==> src/tc_fifo.sv <==
`timescale 1ns/1ps

module tc_fifo #(
    parameter type payload_t = logic [7:0],
    parameter int  DEPTH     = 4
) (
    input  logic     clk,
    input  logic     reset,
    input  logic     push,
    input  logic     pop,
    input  payload_t din,
    output payload_t dout,
    output logic     empty,
    output logic     full
);
    localparam int AW = (DEPTH > 1) ? $clog2(DEPTH) : 1;
    localparam int CW = $clog2(DEPTH + 1);

    payload_t mem [DEPTH];
    logic [AW-1:0] wr_ptr;
    logic [AW-1:0] rd_ptr;
    logic [CW-1:0] count;

    assign empty = (count == '0);
    assign full  = (count == CW'(DEPTH));
    // head entry is always on the output
    assign dout  = mem[rd_ptr];

    // storage is written only on push
    always_ff @(posedge clk) begin
        if (push) begin
            mem[wr_ptr] <= din;
        end
    end

    always_ff @(posedge clk) begin
        if (reset) begin
            wr_ptr <= '0;
            rd_ptr <= '0;
            count  <= '0;
        end else begin
            // explicit pointer wrap so depth need not be a power of two
            if (push) begin
                wr_ptr <= (wr_ptr == AW'(DEPTH - 1)) ? '0 : wr_ptr + 1'b1;
            end
            if (pop) begin
                rd_ptr <= (rd_ptr == AW'(DEPTH - 1)) ? '0 : rd_ptr + 1'b1;
            end
            count <= count + CW'(push) - CW'(pop);
        end
    end

    a_no_overflow: assert property (@(posedge clk) disable iff (reset) push |-> !full)
        else $error("tc_fifo: push while full");
    a_no_underflow: assert property (@(posedge clk) disable iff (reset) pop |-> !empty)
        else $error("tc_fifo: pop while empty");

endmodule

==> config.mk <==
export PLATFORM = sky130hd
export DESIGN_NAME = tc_fifo
export DESIGN_NICKNAME = d
export VERILOG_FILES = /design/src/tc_fifo.sv
export SDC_FILE = /design/constraint.sdc
export NUM_CORES = 1
export LEC_CHECK = 0
export BUFFER_PORTS_ARGS = -buffer_cell sky130_fd_sc_hd__buf_2
export CAP_MARGIN = 20
export CORE_AREA = 5 5 87 89
export CTS_BUF_LIST = sky130_fd_sc_hd__clkbuf_4 sky130_fd_sc_hd__clkbuf_8 sky130_fd_sc_hd__clkbuf_16
export CTS_CLUSTER_DIAMETER = 200
export DETAILED_ROUTE_END_ITERATION = 16
export DIE_AREA = 0 0 92 94
export GPL_TIMING_DRIVEN = 0
export PLACE_DENSITY_LB_ADDON = 0.2
export SLEW_MARGIN = 10
export SYNTH_ARGS = -nofsm -noshare
export SYNTH_HDL_FRONTEND = slang
export SYNTH_SLANG_ARGS = --single-unit
==> constraint.sdc <==
create_clock -name clk -period 1.8 [get_ports clk]
set_input_delay 0 -clock clk [delete_from_list [all_inputs] [get_ports clk]]
set_output_delay 0 -clock clk [all_outputs]
set_load 0.02 [all_outputs]
==> impl_metrics.ini <==
[die]
die_area_um2 = 8648
io_pins = 22
start_util_pct = 24.12
rows = 30
dieHeight_um = 94
die_w_um = 92
core_um2 = 6681

[detailed_routing]
antenna_left = 0
drt-pass1-iter-count = 4
vias_per_cell = 4.034
vias = 819
drc_errors = 0
wl_per_cell_um = 13.59
drt_iter0_drc = 28
finalWirelength_um = 2758

[sta]
worst_slack_ns = 0.2316
clock.fmax_ghz = 0.6376
setup_viol = 0
skew_ns = 0.006659
whs_ns = 0.06155
slew_viol_final = 0
worstMarginPinSlew_ns = 0.4984
final.setup.tns_ns = 0
slew_headroom_pct = 66.77
finalCritPeriodShare_pct = 87.13
period_needed_ns = 1.568
rsz0062_at_grt = false
finalHoldViolCount = 0

[finish]
antenna_cells = 0
synthToLayoutAreaGrowth_pct = 23.68
fillerInstances = 673
drive_gt1_share_pct = 30.89
nets = 142

[clocking]
clock_latency_ns = 0.29
cts_hold_buffers = 9
htreeDepth = 2
cts_root_buf = clkbuf_8
cts.path.max_buffers = 2
clk_pin_slew_ns = 0.08
cts_sinks = 41
tritoncts = built
post_cts_resized = 0
cts_buffers = 5
post_cts_buffers = 0

[job]
cap_viol_max_count = 0

[yosys]
synth_area_leaders = edfxtp_1, dfxtp_1, mux4_2
synth_top_area_cell = edfxtp_1
ys.flop_type = edfxtp_1
avgSynthCellArea_um2 = 18.96
ys_ff_latch = 41
ys_types = 18
ys_async_sr_fraction_pct = 0
syn-cell-area_um2 = 1612
yosys-top-cells-count = edfxtp_1, dfxtp_1, mux4_2
seq_area_frac_synth_pct = 70.81
yosys_warnings = 0
synth_top_area_share_pct = 59.63
synth_edf_count = 32
synth_cells = 85
synth_nets = 105
yosysMostFrequentCell = edfxtp_1

[min_path]
holdPathStages = 3
holdPathEnd = rd_ptr[0]
hold_start = pop
hold_path_class = in -> reg

[power_and_ir_drop]
peakVddDrop_uv = 360.2
power_density_nw_per_um2 = 999.8
total_power_uw = 1993
p_leak_uw = 0.0007387

[place]
gp_congestion = 0.7380
dp_slack_ns = 0.2217
hpwl_um = 1916
port_buffers = 21

[setup_path]
critPathRequiredTime_ns = 1.98
r2r_cells = 7
critical_path_class = reg -> reg
cp_data_arrival_time_ns = 1.75
timing.rr.start = count[0]
path_cells = inv_1 -> ha_1 -> inv_1 -> ha_1 -> fa_1 -> xor3_1 -> nor2_1
critPathSlowestCell = fa_1
worst-r2r-setup-slack_ns = 0.23
reg2reg_to = count[2]
crit_fanout = 2
cp-end-kind = register
cp-start-kind = register
slowest_delay_ns = 0.38

[grt]
grt_pass1_vias = 940
antenna_found_initial = 0
grt_max_degree = 14
grt_pass1_wl_um = 4464
grt_use_total_pct = 7.164
grt-ovfl-total = 0

[outcome]
status = completed
## power by group
part / leakage, uW / internal (uW) / switching, uW / total, uW
sequential: 0.000368 / 1080 / 25.5 / 1100
combinational: 0.000325 / 161 / 162 / 323
clock: 0.0000455 / 268 / 298 / 565
total: 0.000739 / 1510 / 485 / 1990
## per-stage QoR
step	instances	instance area, um^2	util (%)
global route	203	1993	29.83
detailed placement	186	1817	27.19
floorplan	85	1612	-
finish	203	1993	29.83
global placement	186	1817	27.19
CTS	203	1993	29.83
## metal layers
layer  GRT usage, %  share of wire (%)  vias up
met4          3.713                2.0        0
met5              0                  0        -
met1          7.782                 44      396
met3          2.404                5.5        8
li1               -                  -      393
met2          12.41                 49       22
## worst max path at each step
stage          slack [ns]  depth (start not counted)     start  endpoint
6_report             0.23                          7  count[0]  count[2]
5_1_grt              0.12                          7  count[0]  count[2]
4_1_cts              0.22                          7  count[0]  count[2]
3_5_place_dp         0.22                          7  count[0]  count[2]
3_3_place_gp         0.25                          7  count[0]  count[2]
2_1_floorplan        0.30                          7  count[0]  count[2]
## critical path: cells and delay by family (launching register included)
kind | cells | cell delay, ns
buf+inv | 2 | 0.09
simple gates | 1 | 0.04
xor+xnor | 1 | 0.20
fa+ha+maj | 3 | 0.82
flops | 1 | 0.33
## cells in the final DEF, fill, tap and decap left out, drive strengths merged, types with 2 or more instances in the layout
cell type    netlist  layout
edfxtp            32      32
buf                1      22
dfxtp              9       9
dlygate4sd3        0       9
mux4               8       8
ha                 7       7
inv                6       6
clkbuf             1       6
and2               4       4
nor2               3       3
clkinv             0       3
nor2b              2       2
or3b               2       2
nand2b             2       2
a21oi              2       2
mux2i              2       2
## state kept, by name, indices dropped and copies added, names as in the netlist, named ones only
| register | flops |
|---|---|
| wr_ptr | 2 |
| rd_ptr | 2 |
| count | 3 |
| mem | 32 |
## cell type report
type	instances	area [um^2]	share of cell area, %
tap	80	100.1	5.022
inverter	6	22.52	1.130
clock buffer	5	68.82	3.453
timing repair buffer	30	195.2	9.793
buffer	2	16.27	0.8161
sequential	41	1141	57.25
multi-input combinational	36	431.7	21.66
clock inverter	3	17.52	0.8788
## logic make-up (layout without fill, tap and decap cells)
logic type | Yosys count | after routing | share of synthesized area, %
compound gates | 2 | 2 | 0.6211
simple gates | 15 | 15 | 5.590
xor+xnor | 1 | 1 | 1.475
fa+ha+maj | 8 | 8 | 6.677
mux | 10 | 10 | 12.42
flops | 41 | 41 | 70.81
buf+inv | 8 | 46 | 2.406
(Power assumes the default switching activity.)
